### src/common/command_pkg.sv
package command_pkg;

	// Fixed bytes of the seven-byte command frame
	localparam logic [7:0] frame_head_0 = 8'h01;
	localparam logic [7:0] frame_head_1 = 8'h02;
	localparam logic [7:0] frame_tail_0 = 8'h03;
	localparam logic [7:0] frame_tail_1 = 8'h0D;
	localparam logic [7:0] frame_end    = 8'h0A;

	localparam logic [3:0] frame_key_low = 4'hD; // Low nibble of the key byte
	localparam int         frame_bytes   = 7;

	typedef enum logic [7:0] {
		adc_supply_off  = 8'h00,
		sd_off          = 8'h01,
		main_supply_off = 8'h02,
		adc_supply_on   = 8'h10,
		sd_on           = 8'h11,
		main_supply_on  = 8'h12,
		adc_off         = 8'h40,
		adc_on          = 8'h41,
		link_reset      = 8'hFA,
		idle_exit       = 8'hFB,
		idle_enter      = 8'hFC,
		nop             = 8'hFF
	} opcode_e;

	// Unknown opcodes still travel, so the field is a plain byte
	typedef struct packed {
		logic [3:0] key;
		logic [7:0] opcode;
	} cmd_frame_t;

	typedef struct packed {
		logic regulator_12v_en;
		logic regulator_3_3v_adc_en;
		logic sd_disable;
		logic adc_disable;
		logic system_idle;
		logic rs232_reset;
	} control_t;

	typedef logic [7:0] status_code_t;

endpackage

### src/common/telemetry_pkg.sv
package telemetry_pkg;

	typedef logic [31:0] adc_sample_t;
	typedef logic [23:0] event_count_t;

	// Status byte as it appears in the record
	typedef struct packed {
		logic supply_12v_good;
		logic supply_sd_good;
		logic supply_adc_good;
		logic sd_write_ready;
		logic sd_init_1;
		logic sd_init_2;
		logic adc_init;
		logic buffer_full_latch;
	} status_t;

	localparam logic [7:0] record_end = 8'h0D; // Closing byte of every record

	typedef enum logic {
		idle,
		sending
	} serializer_state_e;

endpackage

### src/command/command_decoder.sv
`timescale 1ns/1ps

module command_decoder (
	input  logic                      clock,
	input  logic                      reset,
	input  command_pkg::cmd_frame_t   frame,
	input  logic                      frame_strobe,
	output command_pkg::control_t     control,
	output command_pkg::status_code_t command_valid,
	output logic [7:0]                last_command
);
	import command_pkg::*;

	localparam control_t control_reset = '{regulator_12v_en: 1'b1, default: 1'b0};

	control_t     next_control;
	status_code_t next_code;
	logic         pair_known;

	// Opcode alone is not enough, each one has its own key
	always_comb
	begin
		next_control = control;
		next_code    = command_valid;
		pair_known   = 1'b0;
		case (opcode_e'(frame.opcode))
			adc_supply_off:  pair_known = (frame.key == 4'h3);
			adc_supply_on:   pair_known = (frame.key == 4'h9);
			sd_off:          pair_known = (frame.key == 4'hD);
			sd_on:           pair_known = (frame.key == 4'h7);
			main_supply_off: pair_known = (frame.key == 4'h0);
			main_supply_on:  pair_known = (frame.key == 4'hA);
			adc_off:         pair_known = (frame.key == 4'h5);
			adc_on:          pair_known = (frame.key == 4'hB);
			link_reset:      pair_known = (frame.key == 4'h9);
			idle_exit:       pair_known = (frame.key == 4'h7);
			idle_enter:      pair_known = (frame.key == 4'h3);
			nop:             pair_known = (frame.key == 4'hF);
			default:         pair_known = 1'b0;
		endcase

		case (opcode_e'(frame.opcode))
			adc_supply_off:  begin next_code = 8'd1;  next_control.regulator_3_3v_adc_en = 1'b0; end
			adc_supply_on:   begin next_code = 8'd2;  next_control.regulator_3_3v_adc_en = 1'b1; end
			sd_off:          begin next_code = 8'd3;  next_control.sd_disable = 1'b1; end
			sd_on:           begin next_code = 8'd4;  next_control.sd_disable = 1'b0; end
			main_supply_off: begin next_code = 8'd5;  next_control.regulator_12v_en = 1'b0; end
			main_supply_on:  begin next_code = 8'd6;  next_control.regulator_12v_en = 1'b1; end
			adc_off:         begin next_code = 8'd15; next_control.adc_disable = 1'b1; end
			adc_on:          begin next_code = 8'd16; next_control.adc_disable = 1'b0; end
			link_reset:      begin next_code = 8'd26; next_control.rs232_reset = 1'b1; end
			idle_exit:       begin next_code = 8'd27; next_control.system_idle = 1'b0; end
			idle_enter:      begin next_code = 8'd28; next_control.system_idle = 1'b1; end
			nop:             next_code = 8'd29;
			default:         next_code = command_valid;
		endcase
	end

	always_ff @(posedge clock or posedge reset)
	begin
		if (reset)
		begin
			control       <= control_reset;
			command_valid <= '0;
			last_command  <= 8'h00;
		end
		else if (frame_strobe)
		begin
			last_command <= frame.opcode; // Kept even for unknown pairs
			if (pair_known)
			begin
				control       <= next_control;
				command_valid <= next_code;
			end
		end
	end

endmodule

### src/command/command_framer.sv
`timescale 1ns/1ps

module command_framer (
	input  logic                    clock,
	input  logic                    reset,
	input  logic [7:0]              rs232_rx_byte,
	input  logic                    rs232_rx_valid,
	output command_pkg::cmd_frame_t frame,
	output logic                    frame_strobe
);
	import command_pkg::*;

	localparam int window_bits = (frame_bytes - 1) * 8;

	logic [1:0]             rx_valid_sync;
	logic [7:0]             rx_byte_reg;
	logic [window_bits-1:0] window; // Six previous bytes, oldest at the top
	logic                   rx_accept;
	logic                   frame_match;

	assign rx_accept = rx_valid_sync[0] & ~rx_valid_sync[1]; // Rising edge of rx_valid

	// Current byte closes the frame, the window holds the rest
	assign frame_match = (rx_byte_reg == frame_end) &&
		(window[47:40] == frame_head_0) &&
		(window[39:32] == frame_head_1) &&
		(window[27:24] == frame_key_low) &&
		(window[15:8] == frame_tail_0) &&
		(window[7:0] == frame_tail_1);

	always_ff @(posedge clock or posedge reset)
	begin
		if (reset)
		begin
			rx_valid_sync <= 2'b00;
			window        <= '0;
			frame_strobe  <= 1'b0;
		end
		else
		begin
			rx_valid_sync <= {rx_valid_sync[0], rs232_rx_valid};
			frame_strobe  <= rx_accept && frame_match;
			if (rx_accept)
				window <= {window[window_bits-9:0], rx_byte_reg};
		end
	end

	always_ff @(posedge clock)
	begin
		rx_byte_reg <= rs232_rx_byte;
		if (rx_accept && frame_match)
			frame <= '{key: window[31:28], opcode: window[23:16]};
	end

endmodule

### src/rtl/command_processor.sv
`timescale 1ns/1ps

module command_processor #(
	parameter int num_channels     = 4,
	parameter int record_period_ms = 2001
) (
	input  logic                                          clock,
	input  logic                                          reset,
	input  logic [7:0]                                    rs232_rx_byte,
	input  logic                                          rs232_rx_valid,
	input  logic                                          ms_pulse,
	input  telemetry_pkg::adc_sample_t [num_channels-1:0] adc_data,
	input  logic [num_channels-1:0]                       adc_event,
	input  telemetry_pkg::status_t                        status,
	input  logic                                          rs232_buffer_full,
	output logic                                          regulator_12v_en,
	output logic                                          regulator_3_3v_adc_en,
	output logic                                          sd_disable,
	output logic                                          adc_disable,
	output logic                                          system_idle,
	output logic                                          rs232_reset,
	output command_pkg::status_code_t                     command_valid,
	output logic                                          rs232_tx_valid,
	output logic                                          rs232_buffer_write_enable,
	output logic [7:0]                                    rs232_record_byte
);
	import command_pkg::*;
	import telemetry_pkg::*;

	cmd_frame_t                       frame;
	logic                             frame_strobe;
	control_t                         control;
	logic [7:0]                       last_command;
	logic                             snapshot;
	event_count_t [num_channels-1:0]  counts;

	assign regulator_12v_en      = control.regulator_12v_en;
	assign regulator_3_3v_adc_en = control.regulator_3_3v_adc_en;
	assign sd_disable            = control.sd_disable;
	assign adc_disable           = control.adc_disable;
	assign system_idle           = control.system_idle;
	assign rs232_reset           = control.rs232_reset;

	command_framer u_framer (
		.clock, .reset, .rs232_rx_byte, .rs232_rx_valid, .frame, .frame_strobe
	);

	command_decoder u_decoder (
		.clock, .reset, .frame, .frame_strobe, .control, .command_valid, .last_command
	);

	event_counters #(.num_channels(num_channels)) u_counters (
		.clock, .reset, .adc_event, .snapshot, .counts
	);

	record_serializer #(
		.num_channels(num_channels),
		.record_period_ms(record_period_ms)
	) u_serializer (
		.clock, .reset, .ms_pulse, .adc_data, .status, .counts, .command_valid,
		.last_command, .rs232_buffer_full, .snapshot, .rs232_tx_valid,
		.rs232_buffer_write_enable, .rs232_record_byte
	);

endmodule

### src/telemetry/event_counters.sv
`timescale 1ns/1ps

module event_counters #(
	parameter int num_channels = 4
) (
	input  logic                                         clock,
	input  logic                                         reset,
	input  logic [num_channels-1:0]                      adc_event,
	input  logic                                         snapshot,
	output telemetry_pkg::event_count_t [num_channels-1:0] counts
);
	import telemetry_pkg::*;

	always_ff @(posedge clock or posedge reset)
	begin
		if (reset)
			counts <= '0;
		else if (snapshot)
			counts <= '0; // Events on this cycle are dropped
		else
		begin
			for (int i = 0; i < num_channels; i++)
			begin
				if (adc_event[i])
					counts[i] <= counts[i] + event_count_t'(1); // Wraps at 24 bits
			end
		end
	end

endmodule

### src/telemetry/record_serializer.sv
`timescale 1ns/1ps

module record_serializer #(
	parameter int num_channels     = 4,
	parameter int record_period_ms = 2001
) (
	input  logic                                           clock,
	input  logic                                           reset,
	input  logic                                           ms_pulse,
	input  telemetry_pkg::adc_sample_t  [num_channels-1:0] adc_data,
	input  telemetry_pkg::status_t                         status,
	input  telemetry_pkg::event_count_t [num_channels-1:0] counts,
	input  command_pkg::status_code_t                      command_valid,
	input  logic [7:0]                                     last_command,
	input  logic                                           rs232_buffer_full,
	output logic                                           snapshot,
	output logic                                           rs232_tx_valid,
	output logic                                           rs232_buffer_write_enable,
	output logic [7:0]                                     rs232_record_byte
);
	import telemetry_pkg::*;

	localparam int sample_bits  = $bits(adc_sample_t);
	localparam int count_bits   = $bits(event_count_t);
	localparam int record_bytes = 7 * num_channels + 4;
	localparam int record_bits  = record_bytes * 8;
	localparam int count_w      = $clog2(record_bytes + 1);
	localparam int timer_w      = $clog2(record_period_ms + 1);
	localparam int count_base   = 24; // Above last_command, command_valid, end byte
	localparam int status_base  = count_base + count_bits * num_channels;
	localparam int adc_base     = status_base + 8;

	serializer_state_e      state;
	logic [timer_w-1:0]     ms_timer;
	logic [count_w-1:0]     byte_count;
	logic [record_bits-1:0] record;
	logic [record_bits-1:0] tx_bytes;
	logic                   send_byte;

	// Channel 0 lands in the most significant slot of each group
	always_comb
	begin
		record = '0;
		for (int i = 0; i < num_channels; i++)
		begin
			record[adc_base + sample_bits * (num_channels - 1 - i) +: sample_bits] = adc_data[i];
			record[count_base + count_bits * (num_channels - 1 - i) +: count_bits] = counts[i];
		end
		record[status_base +: 8] = status;
		record[23:16]            = last_command;
		record[15:8]             = command_valid;
		record[7:0]              = record_end;
	end

	assign snapshot  = ms_pulse && (ms_timer == '0) && (byte_count == '0);
	assign send_byte = (state == sending) && (byte_count != '0) && !rs232_buffer_full;

	always_ff @(posedge clock or posedge reset)
	begin
		if (reset)
		begin
			state                     <= idle;
			ms_timer                  <= '0;
			byte_count                <= '0;
			rs232_tx_valid            <= 1'b0;
			rs232_buffer_write_enable <= 1'b0;
		end
		else
		begin
			if (ms_pulse)
				ms_timer <= (ms_timer == timer_w'(record_period_ms - 1)) ? '0 : ms_timer + 1'b1;

			rs232_tx_valid            <= snapshot;
			rs232_buffer_write_enable <= send_byte;

			if (snapshot)
			begin
				state      <= sending;
				byte_count <= count_w'(record_bytes);
			end
			else if (send_byte)
				byte_count <= byte_count - 1'b1;
			else if ((state == sending) && (byte_count == '0))
				state <= idle; // Last byte already out
		end
	end

	always_ff @(posedge clock)
	begin
		if (snapshot)
			tx_bytes <= record;
		else if (send_byte)
		begin
			rs232_record_byte <= tx_bytes[record_bits-1 -: 8];
			tx_bytes          <= {tx_bytes[record_bits-9:0], 8'h00};
		end
	end

endmodule

### config.mk
export PLATFORM = sky130hd
export DESIGN_NAME = command_processor
export DESIGN_NICKNAME = d
export VERILOG_FILES = /design/src/common/command_pkg.sv /design/src/common/telemetry_pkg.sv /design/src/command/command_decoder.sv /design/src/command/command_framer.sv /design/src/rtl/command_processor.sv /design/src/telemetry/event_counters.sv /design/src/telemetry/record_serializer.sv
export SDC_FILE = /design/constraint.sdc
export NUM_CORES = 1
export LEC_CHECK = 0
export BUFFER_PORTS_ARGS = -buffer_cell sky130_fd_sc_hd__buf_4
export CORE_ASPECT_RATIO = 1.25
export CORE_UTILIZATION = 55
export CTS_CLUSTER_SIZE = 28
export DETAILED_ROUTE_END_ITERATION = 8
export PLACE_DENSITY_LB_ADDON = 0.1
export REMOVE_ABC_BUFFERS = 1
export SKIP_CTS_REPAIR_TIMING = 1
export SYNTH_ARGS = -nofsm -noshare
export SYNTH_HDL_FRONTEND = slang
export SYNTH_SLANG_ARGS = --single-unit
### constraint.sdc
create_clock -name clock -period 9.4 [get_ports clock]
set_input_delay 0.94 -clock clock [delete_from_list [all_inputs] [get_ports clock]]
set_output_delay 0.94 -clock clock [all_outputs]
set_load 0.05 [all_outputs]
==> impl_metrics.py, run 1 <==
metrics = {
    "run_status": {
        "status": "complete, no violations",
    },
    "place": {
        "io_buffers": 173,
        "gp_congestion": 0.803,
        "place_hpwl_mm": 22.6,
    },
    "cts": {
        "cts_buffers": 45,
        "cts_tree": "yes",
        "cts-root-buf": "clkbuf_16",
        "cts_buffer_depth": 3,
        "h-tree-depth": 2,
        "clkSlewWorstSetupHoldPaths_ps": 60,
        "clock_latency_ps": 550,
        "cts_sinks": 460,
    },
    "grt": {
        "overflow": 0,
        "grt_usage_pct": 21.3,
        "antenna_found_initial": 0,
        "grt_max_degree": 137,
        "grt_pass1_wl_mm": 60.9,
        "grt_pass1_vias": 11800,
    },
    "finish": {
        "reg.largest.list": "u_serializer.tx_bytes (246), u_counters.counts (96), u_framer.window (48)",
        "syn2layout_area_growth_pct": 15.5,
        "fillers": 2617,
        "final_layout_size_suffix_gt1_share_pct": 20.3,
        "largest_reg_flops": 246,
        "antennaDiodeCount": 0,
        "regMostFlops": "u_serializer.tx_bytes",
        "layout.nets": 1720,
    },
    "routing": {
        "routedWlPerCell_um": 18.1,
        "wirelength_mm": 37.4,
        "drc": 0,
        "vias": 11800,
        "first_pass_iters": 5,
        "first_iter_violations": 958,
        "antenna_left": 0,
        "viasPerCell": 5.73,
    },
    "timing": {
        "setup_viol": 0,
        "hold_viol": 0,
        "grt_setup_unrepaired": "false",
        "hold_slack_ps": 386,
        "fin_skew_ps": 16.0,
        "finalCritPeriodShare_pct": 43.7,
        "slew_violations": 0,
        "period_needed_ps": 4110,
        "worstMarginPinSlew_ps": 1120,
        "slew_headroom_pct": 25.0,
        "tns_ps": 0,
        "max_freq_mhz": 243,
    },
    "die": {
        "die_y_um": 211,
        "core_area_sq_um": 34400,
        "io_pins": 177,
        "start_util_pct": 55.9,
        "rows": 76,
        "dieWidth_um": 169,
        "dieArea_sq_um": 35800,
    },
    "critical_path": {
        "criticalPathCategory": "flip-flop to flip-flop",
        "crit_path_end_kind": "flip-flop",
        "crit_path_start_kind": "flip-flop",
        "worstPathMaxFanout": 83,
        "cp.arrival_ps": 4520,
        "regToRegSetupSlack_ps": 5290,
        "critPathRequiredTime_ps": 9810,
    },
    "power": {
        "p_clk_share_pct": 33.2,
        "internal_power_uw": 3890,
        "p_leak_uw": 0.00882,
        "switchingPower_uw": 1340,
        "swShare_pct": 25.6,
        "irDropWorstVdd_mv": 0.168,
        "share_comb_of_total_power_pct": 13.4,
        "power_density_nw_per_um2": 235,
        "p_seq_share_pct": 53.5,
    },
    "synthesis": {
        "yosys_register_bits": 460,
        "synth_commonest_cells": "edfxtp_1 (265), a22o_1 (227), dfrtp_1 (185)",
        "netlist-cell-type-count": 63,
        "syn_inst": 1414,
        "synth_top_area_share_pct": 41.3,
        "yosys_warnings": 0,
        "synthArstFlopShare_pct": 40.4,
        "synth_top_cells_by_area": "edfxtp_1 (41%), dfrtp_1 (24%), a22o_1 (10%)",
        "syn-cell-area_sq_um": 19300,
        "synth_top_area_cell": "edfxtp_1",
        "synth_ff_type": "edfxtp_1",
        "post_synth.cell_area_avg_sq_um": 13.6,
        "yosysSeqAreaShare_pct": 66.4,
        "synth_edf_count": 265,
        "synth.most_common_cell": "edfxtp_1",
    },
    "run": {
        "maxCapViolCount": 0,
    },
    "worst_hold_path": {
        "worstHoldPathType": "flip-flop to flip-flop",
    },
}
[path summary, 6_finish.rpt]
check	start	end	cells past startpoint
setup / recovery	u_serializer.ms_timer[0]	u_serializer.tx_bytes[172]	7
hold / removal	u_framer.rx_valid_sync[0]	u_framer.rx_valid_sync[1]	0
setup reg to reg	u_serializer.ms_timer[0]	u_serializer.tx_bytes[172]	7
hold reg to reg	u_framer.rx_valid_sync[0]	u_framer.rx_valid_sync[1]	0
max in group asynchronous	reset	u_framer.window[14]	3
min in group asynchronous	reset	u_counters.counts[23]	2
[per-layer routing]
metal,up-vias,track usage [%],wire length [um]
li1,5614,-,-
met1,5903,29.0,16600
met2,222,34.8,18200
met3,68,3.37,1560
met4,0,7.46,1090
met5,-,0,0
[per-stage QoR]
step / util [%] / setup slack [ps] / area [sq um] / power (uW) / cells
global route: 64.6 / 4820 / 22200 / 5480 / 2062
finish: 64.6 / 5290 / 22200 / 5230 / 2062
floorplan: - / 1810 / 18800 / 3350 / 1329
global placement: 60.5 / 5300 / 20800 / 3510 / 1981
detailed placement: 60.5 / 5220 / 20800 / 3540 / 1981
CTS: 64.6 / 5310 / 22200 / 5290 / 2062
[cell type report]
class	count	area [sq um]	area share [%]
Clock buffer	72	1320	5.93
Sequential cell	460	12800	57.5
Multi-Input combinational cell	850	5980	26.9
Tap cell	468	586	2.63
Clock inverter	9	97.6	0.439
Inverter	19	83.8	0.377
Timing Repair Buffer	184	1380	6.21
[power by group through the flow]
stage | logic, uW | registers (uW) | clock network [uW]
after global routing | 785 | 2840 | 1860
after global placement | 686 | 2820 | 0
final | 700 | 2800 | 1740
after detailed placement | 709 | 2830 | 0
after floorplan | 502 | 2850 | 0
after CTS | 715 | 2800 | 1780
[placed cells by master (no fill, tap or decap), drive strengths merged, types with 17 or more instances in the layout]
cell type / n
nor3: 17
nand4: 33
inv: 18
a21oi: 34
mux2: 58
nand3: 36
edfxtp: 265
nor2: 127
buf: 184
dfrtp: 185
nand2: 72
xnor2: 30
xor2: 57
a22o: 227
o21ai: 36
clkbuf: 72
or3: 20
[worst max-delay path, cell delays in order, from the launching register on]
cell     delay, ps
dfrtp_1        400
inv_1          100
ha_1           140
nor4b_1        490
and4_4         940
buf_4          750
buf_4          770
a22o_1         270
[kinds of logic after synthesis]
logic type | after synthesis | synth area share (%)
other | 1 | 0.0195
AOI/OAI and AO/OA | 313 | 13.0
DFF | 460 | 66.4
muxes | 65 | 3.76
buffers and inverters | 106 | 2.65
xor gates and xnor gates | 87 | 3.96
and+or+nand+nor | 375 | 9.75
adders and majority gates | 7 | 0.455
(Power assumes the default switching activity.)
==> run 2: changes to the inputs <==
- ABC_AREA: default -> 1
- clock period: 9.4 -> 4.15 ns (I/O delays scaled with it)
==> impl_metrics.py, run 2 <==
metrics = {
    "die": {
        "dieWidth_um": 173,
        "io_pins": 177,
        "dieArea_sq_um": 37200,
        "die_y_um": 215,
        "rows": 77,
        "core_area_sq_um": 35600,
        "start_util_pct": 56.2,
    },
    "finish": {
        "reg.largest.list": "u_serializer.tx_bytes (246), u_counters.counts (96), u_framer.window (48)",
        "final_layout_size_suffix_gt1_share_pct": 12.9,
        "fin_cells": 2605,
        "largest_reg_flops": 246,
        "fin_area_sq_um": 23300,
        "antennaDiodeCount": 0,
        "regMostFlops": "u_serializer.tx_bytes",
        "final_common_cell": "nand2_1",
        "layout.nets": 2253,
        "fillers": 2857,
        "syn2layout_area_growth_pct": 16.5,
        "final_cell_mix": "nand2_1 (399), edfxtp_1 (265), inv_1 (218)",
    },
    "place": {
        "io_buffers": 173,
        "placed_area_sq_um": 21800,
        "place_hpwl_mm": 27.4,
        "gp_congestion": 0.896,
        "placedCellCount": 2510,
    },
    "critical_path": {
        "critical-path-top-delay-family": "simple AND/OR/NAND/NOR gates",
        "criticalPathCategory": "flip-flop to flip-flop",
        "reg2regPathDepth": 7,
        "cp.buffers_inverters": 2,
        "critical_path.startpoint": "u_serializer.byte_count[1]",
        "regToRegSetupSlack_ps": 1330,
        "crit_path_end_kind": "flip-flop",
        "worstReg2RegEnd": "u_serializer.tx_bytes[255]",
        "cp.arrival_ps": 3240,
        "critPathRequiredTime_ps": 4570,
        "cp_slowest_stage_delay_ps": 810,
        "crit_path_cell_trace": "inv_1, ha_1, nand3_1, nor3_2, nand3_1, inv_1, a22o_1",
        "worstPathMaxFanout": 16,
        "worst_r2r_startpoint": "u_serializer.byte_count[1]",
        "crit_path_start_kind": "flip-flop",
        "cp_slowest_cell": "inv_1",
    },
    "cts": {
        "cts_sinks": 460,
        "h-tree-depth": 2,
        "cts-root-buf": "clkbuf_16",
        "cts_buffer_depth": 3,
        "clock_latency_ps": 550,
        "cts_buffers": 46,
        "clkSlewWorstSetupHoldPaths_ps": 60,
        "cts_tree": "yes",
    },
    "grt": {
        "grt_pass1_vias": 14100,
        "grt_max_degree": 174,
        "grt_usage_pct": 23.6,
        "grt_pass1_wl_mm": 71.7,
        "antenna_found_initial": 0,
        "overflow": 0,
    },
    "synthesis": {
        "yosysSeqAreaShare_pct": 63.8,
        "netlist-cell-type-count": 41,
        "synth_commonest_cells": "nand2_1 (400), edfxtp_1 (265), inv_1 (219)",
        "synth_ff_type": "edfxtp_1",
        "yosys_register_bits": 460,
        "synth.most_common_cell": "nand2_1",
        "post_synth.cell_area_avg_sq_um": 10.4,
        "yosys_warnings": 0,
        "synth_top_area_share_pct": 39.7,
        "synth_top_area_cell": "edfxtp_1",
        "syn_inst": 1928,
        "syn-cell-area_sq_um": 20000,
        "synthArstFlopShare_pct": 40.4,
        "synth_top_cells_by_area": "edfxtp_1 (40%), dfrtp_1 (23%), nand2_1 (7.5%)",
        "synth_edf_count": 265,
    },
    "timing": {
        "hold_slack_ps": 17.1,
        "worstMarginPinSlew_ps": 1120,
        "grt_setup_unrepaired": "false",
        "slew_headroom_pct": 25.4,
        "fin_skew_ps": 11.1,
        "hold_viol": 0,
        "max_freq_mhz": 355,
        "slew_violations": 0,
        "period_needed_ps": 2820,
        "setup_viol": 0,
        "finalCritPeriodShare_pct": 67.9,
    },
    "routing": {
        "drc": 0,
        "first_iter_violations": 1052,
        "routedWlPerCell_um": 16.5,
        "viasPerCell": 5.56,
        "vias": 14500,
        "antenna_left": 0,
        "wirelength_mm": 43.0,
        "first_pass_iters": 5,
    },
    "power": {
        "p_total_uw": 11900,
        "irDropWorstVdd_mv": 0.350,
        "power_density_nw_per_um2": 509,
        "p_leak_uw": 0.00997,
    },
    "worst_hold_path": {
        "worstHoldPathType": "input port to async pin",
    },
    "run_status": {
        "status": "complete, no violations",
    },
    "run": {
        "maxCapViolCount": 0,
    },
}
run 2: changes by cell type after synthesis, sizes merged, moves of 17 or more:
| cell | before | now |
|---|---|---|
| nand2 | 72 | 403 |
| inv | 19 | 221 |
| o21ai | 36 | 172 |
| a22o | 227 | 141 |
| mux2 | 58 | 0 |
| nor3 | 17 | 63 |
| xor2 | 57 | 24 |
| buf | 71 | 39 |
| nand3 | 36 | 67 |
| clkbuf | 16 | 45 |
| xnor2 | 30 | 1 |
| or3 | 20 | 0 |
| a21oi | 34 | 51 |
run 2: layer usage:
| layer | vias up | global-route usage [%] | wire [um] |
|---|---|---|---|
| li1 | 6990 | - | - |
| met1 | 6996 | 32.8 | 18900 |
| met2 | 417 | 38.8 | 20800 |
| met3 | 73 | 3.26 | 2300 |
| met4 | 0 | 6.87 | 1000 |
| met5 | - | 0 | 0 |
run 2: final cells by class:
type	count	area (sq um)	area share, %
flip-flops and latches	460	12800	54.8
multi-input cells	1163	6050	25.9
repair buffers	199	1590	6.82
clock buffers	73	1350	5.77
inverters	223	850	3.64
well taps	474	593	2.54
clock inverters	13	116	0.498
run 2: power breakdown:
part	total [uW]	switching, uW	leakage [uW]	internal [uW]
registers	6090	406	0.00482	5680
logic	1770	1130	0.00443	641
clock network	4030	1680	0.000715	2350
run 2: stage by stage:
step	TNS, ps	utilization, %	worst slack [ps]
2_1_floorplan	-2573780	-	-7560
3_3_place_gp	0	61.1	1470
3_5_place_dp	0	61.1	1370
4_1_cts	0	65.2	1340
5_1_grt	0	65.5	1130
6_report	0	65.5	1330
run 2: kinds of logic after synthesis:
| group | Yosys count | synth area share, % |
|---|---|---|
| AO/OA/AOI/OAI | 397 | 12.9 |
| XOR/XNOR | 25 | 1.09 |
| adder cells (fa/ha/maj) | 7 | 0.437 |
| buffers and inverters | 307 | 6.09 |
| other | 1 | 0.0187 |
| flip-flops | 460 | 63.8 |
| AND/OR/NAND/NOR | 731 | 15.6 |
run 2: how the worst max path moves through the flow:
| stage | endpoint | slack (ps) | cells past startpoint |
|---|---|---|---|
| 2_1_floorplan | u_serializer.byte_count[0] | -7560 | 10 |
| 3_3_place_gp | u_counters.counts[63] | 1470 | 8 |
| 3_5_place_dp | u_serializer.tx_bytes[255] | 1370 | 7 |
| 4_1_cts | u_serializer.tx_bytes[255] | 1340 | 7 |
| 5_1_grt | u_counters.counts[63] | 1130 | 8 |
| 6_report | u_serializer.tx_bytes[255] | 1330 | 7 |
==> run 3: changes to the inputs <==
- CORE_UTILIZATION: 55 -> 54
- clock period: 4.15 -> 2.35 ns (I/O delays scaled with it)
==> impl_metrics.py, run 3 (synthesis results as in run 2) <==
metrics = {
    "run_status": {
        "status": "finished with violations",
        "violations": "negative hold slack",
    },
    "timing": {
        "max_freq_mhz": 457,
        "fin_skew_ps": 17.8,
        "setup_viol": 0,
        "finalCritPeriodShare_pct": 93.0,
        "period_needed_ps": 2190,
        "slew_violations": 0,
        "worstMarginPinSlew_ps": 1050,
        "slew_headroom_pct": 29.8,
        "hold_viol": 1,
        "hold_slack_ps": -0.476,
        "grt_setup_unrepaired": "true",
    },
    "routing": {
        "routedWlPerCell_um": 16.9,
        "wirelength_mm": 47.1,
        "dr.max_layer_used": "met4",
        "vias": 15200,
        "antenna_left": 0,
        "wl_met2_mm": 23.8,
        "wl_met1_mm": 19.8,
        "drc": 0,
        "viasPerCell": 5.48,
        "wl_met3_mm": 2.58,
        "first_iter_violations": 1232,
        "first_pass_iters": 5,
    },
    "finish": {
        "final_cell_mix": "nand2_1 (396), edfxtp_1 (265), inv_1 (218)",
        "fin_cells": 2776,
        "final_layout_size_suffix_gt1_share_pct": 13.8,
        "fin_util_pct": 69.0,
        "syn2layout_area_growth_pct": 25.3,
        "regMostFlops": "u_serializer.tx_bytes",
        "final_common_cell": "nand2_1",
        "layout.nets": 2418,
        "reg.largest.list": "u_serializer.tx_bytes (246), u_counters.counts (96), u_framer.window (48)",
        "fillers": 2646,
        "largest_reg_flops": 246,
    },
    "critical_path": {
        "critPathRequiredTime_ps": 2640,
        "worstPathMaxFanout": 79,
        "criticalPathCategory": "flip-flop to flip-flop",
        "reg2regPathDepth": 9,
        "crit_path_end_kind": "flip-flop",
        "regToRegSetupSlack_ps": 160,
        "cp_slowest_stage_delay_ps": 390,
        "cp_slowest_cell": "dfrtp_1",
        "cp.arrival_ps": 2470,
        "crit_path_cell_trace": "inv_1, ha_1, nand3_1, nor3_4, inv_1, nand2_1, nor2_4, clkbuf_8, a22o_1",
        "worstReg2RegEnd": "u_serializer.tx_bytes[163]",
        "crit_path_start_kind": "flip-flop",
        "crit_top_cell": "inv_1",
        "worst_r2r_startpoint": "u_serializer.byte_count[1]",
    },
    "worst_hold_path": {
        "hold_depth": 2,
        "min_from": "adc_data[5]",
        "worstHoldPathType": "input port to flip-flop",
        "whs_endpoint": "u_serializer.tx_bytes[229]",
    },
    "die": {
        "start_util_pct": 55.1,
        "die_y_um": 217,
        "dieWidth_um": 174,
        "io_pins": 177,
        "dieArea_sq_um": 37900,
        "core_area_sq_um": 36400,
        "rows": 78,
    },
    "cts": {
        "cts_buffer_depth": 3,
        "cts-root-buf": "clkbuf_16",
        "cts_tree": "yes",
        "clkSlewWorstSetupHoldPaths_ps": 60,
        "clock_latency_ps": 550,
        "cts_buffers": 46,
        "cts_sinks": 460,
        "h-tree-depth": 2,
    },
    "place": {
        "io_buffers": 173,
        "placedCellCount": 2543,
        "place_hpwl_mm": 29.4,
        "gp_congestion": 0.846,
    },
    "grt": {
        "grt_max_degree": 82,
        "grt_usage_pct": 23.3,
        "antenna_found_initial": 1,
        "grt_pass1_wl_mm": 71.2,
        "overflow": 0,
        "grt_pass1_vias": 14100,
    },
    "power": {
        "power_density_nw_per_um2": 856,
        "p_leak_uw": 0.0107,
        "p_total_uw": 21500,
        "irDropWorstVdd_mv": 0.656,
    },
    "run": {
        "maxCapViolCount": 0,
    },
}
run 3: changes by cell type in the layout (fill, tap and decap cells not counted), sizes merged:
| cell | before | now |
|---|---|---|
| diode | 0 | 1 |
| inv | 221 | 223 |
| clkinv | 12 | 13 |
| dlygate4sd3 | 9 | 141 |
| clkbuf | 73 | 70 |
| buf | 190 | 222 |
run 3: worst max-delay path by stage:
stage                                     from                          to  slack [ps]  depth (start not counted)
floorplan           u_serializer.byte_count[1]  u_serializer.byte_count[0]       -9360                         10
global placement    u_serializer.byte_count[0]  u_serializer.byte_count[4]          60                         11
detailed placement  u_serializer.byte_count[1]  u_serializer.byte_count[4]          10                         11
CTS                 u_serializer.byte_count[1]  u_serializer.byte_count[4]          -4                         11
global route        u_serializer.byte_count[1]  u_serializer.tx_bytes[163]         -30                          9
finish              u_serializer.byte_count[1]  u_serializer.tx_bytes[163]         160                          9
run 3: area by class of cell:
class                      instances  area [sq um]  share of cell area, %
clock buffer                      69          1350                   5.37
multi-input combinational       1163          6080                   24.2
sequential                       460         12800                   50.9
clock inverter                    16           141                  0.563
timing repair buffer             364          3290                   13.1
inverter                         223           852                   3.39
tap                              480           601                   2.39
antenna                            1          2.50                0.00996
run 3: metal layers:
layer / vias to the layer above / global-route usage [%]
met2: 455 / 39.3
met4: 0 / 6.96
li1: 7316 / -
met5: - / 0
met3: 65 / 3.36
met1: 7363 / 31.4
run 3: worst max-delay path, delay by kind of cell (launching register included):
kind            cells  cell delay, ps
fa+ha+maj           1             180
simple gates        4             530
flops               1             390
buf+inv             3             490
compound gates      1             340
run 3: power by group:
group | total (uW) | switching, uW | internal, uW
Clock | 7220 | 3020 | 4200
Sequential | 10800 | 746 | 10000
Combinational | 3510 | 2090 | 1420
Total | 21500 | 5860 | 15600
run 3: metrics by stage:
step / TNS (ps) / setup WS [ps] / cell area, sq um / hold slack, ps
floorplan: -3890370 / -9360 / 19700 / 263
finish: 0 / 164 / 25100 / -0.476
detailed placement: 0 / 10.1 / 22100 / 322
global placement: 0 / 64.8 / 22100 / 318
global route: -212 / -29.3 / 25100 / -6.59
CTS: -3.51 / -3.51 / 23600 / -269
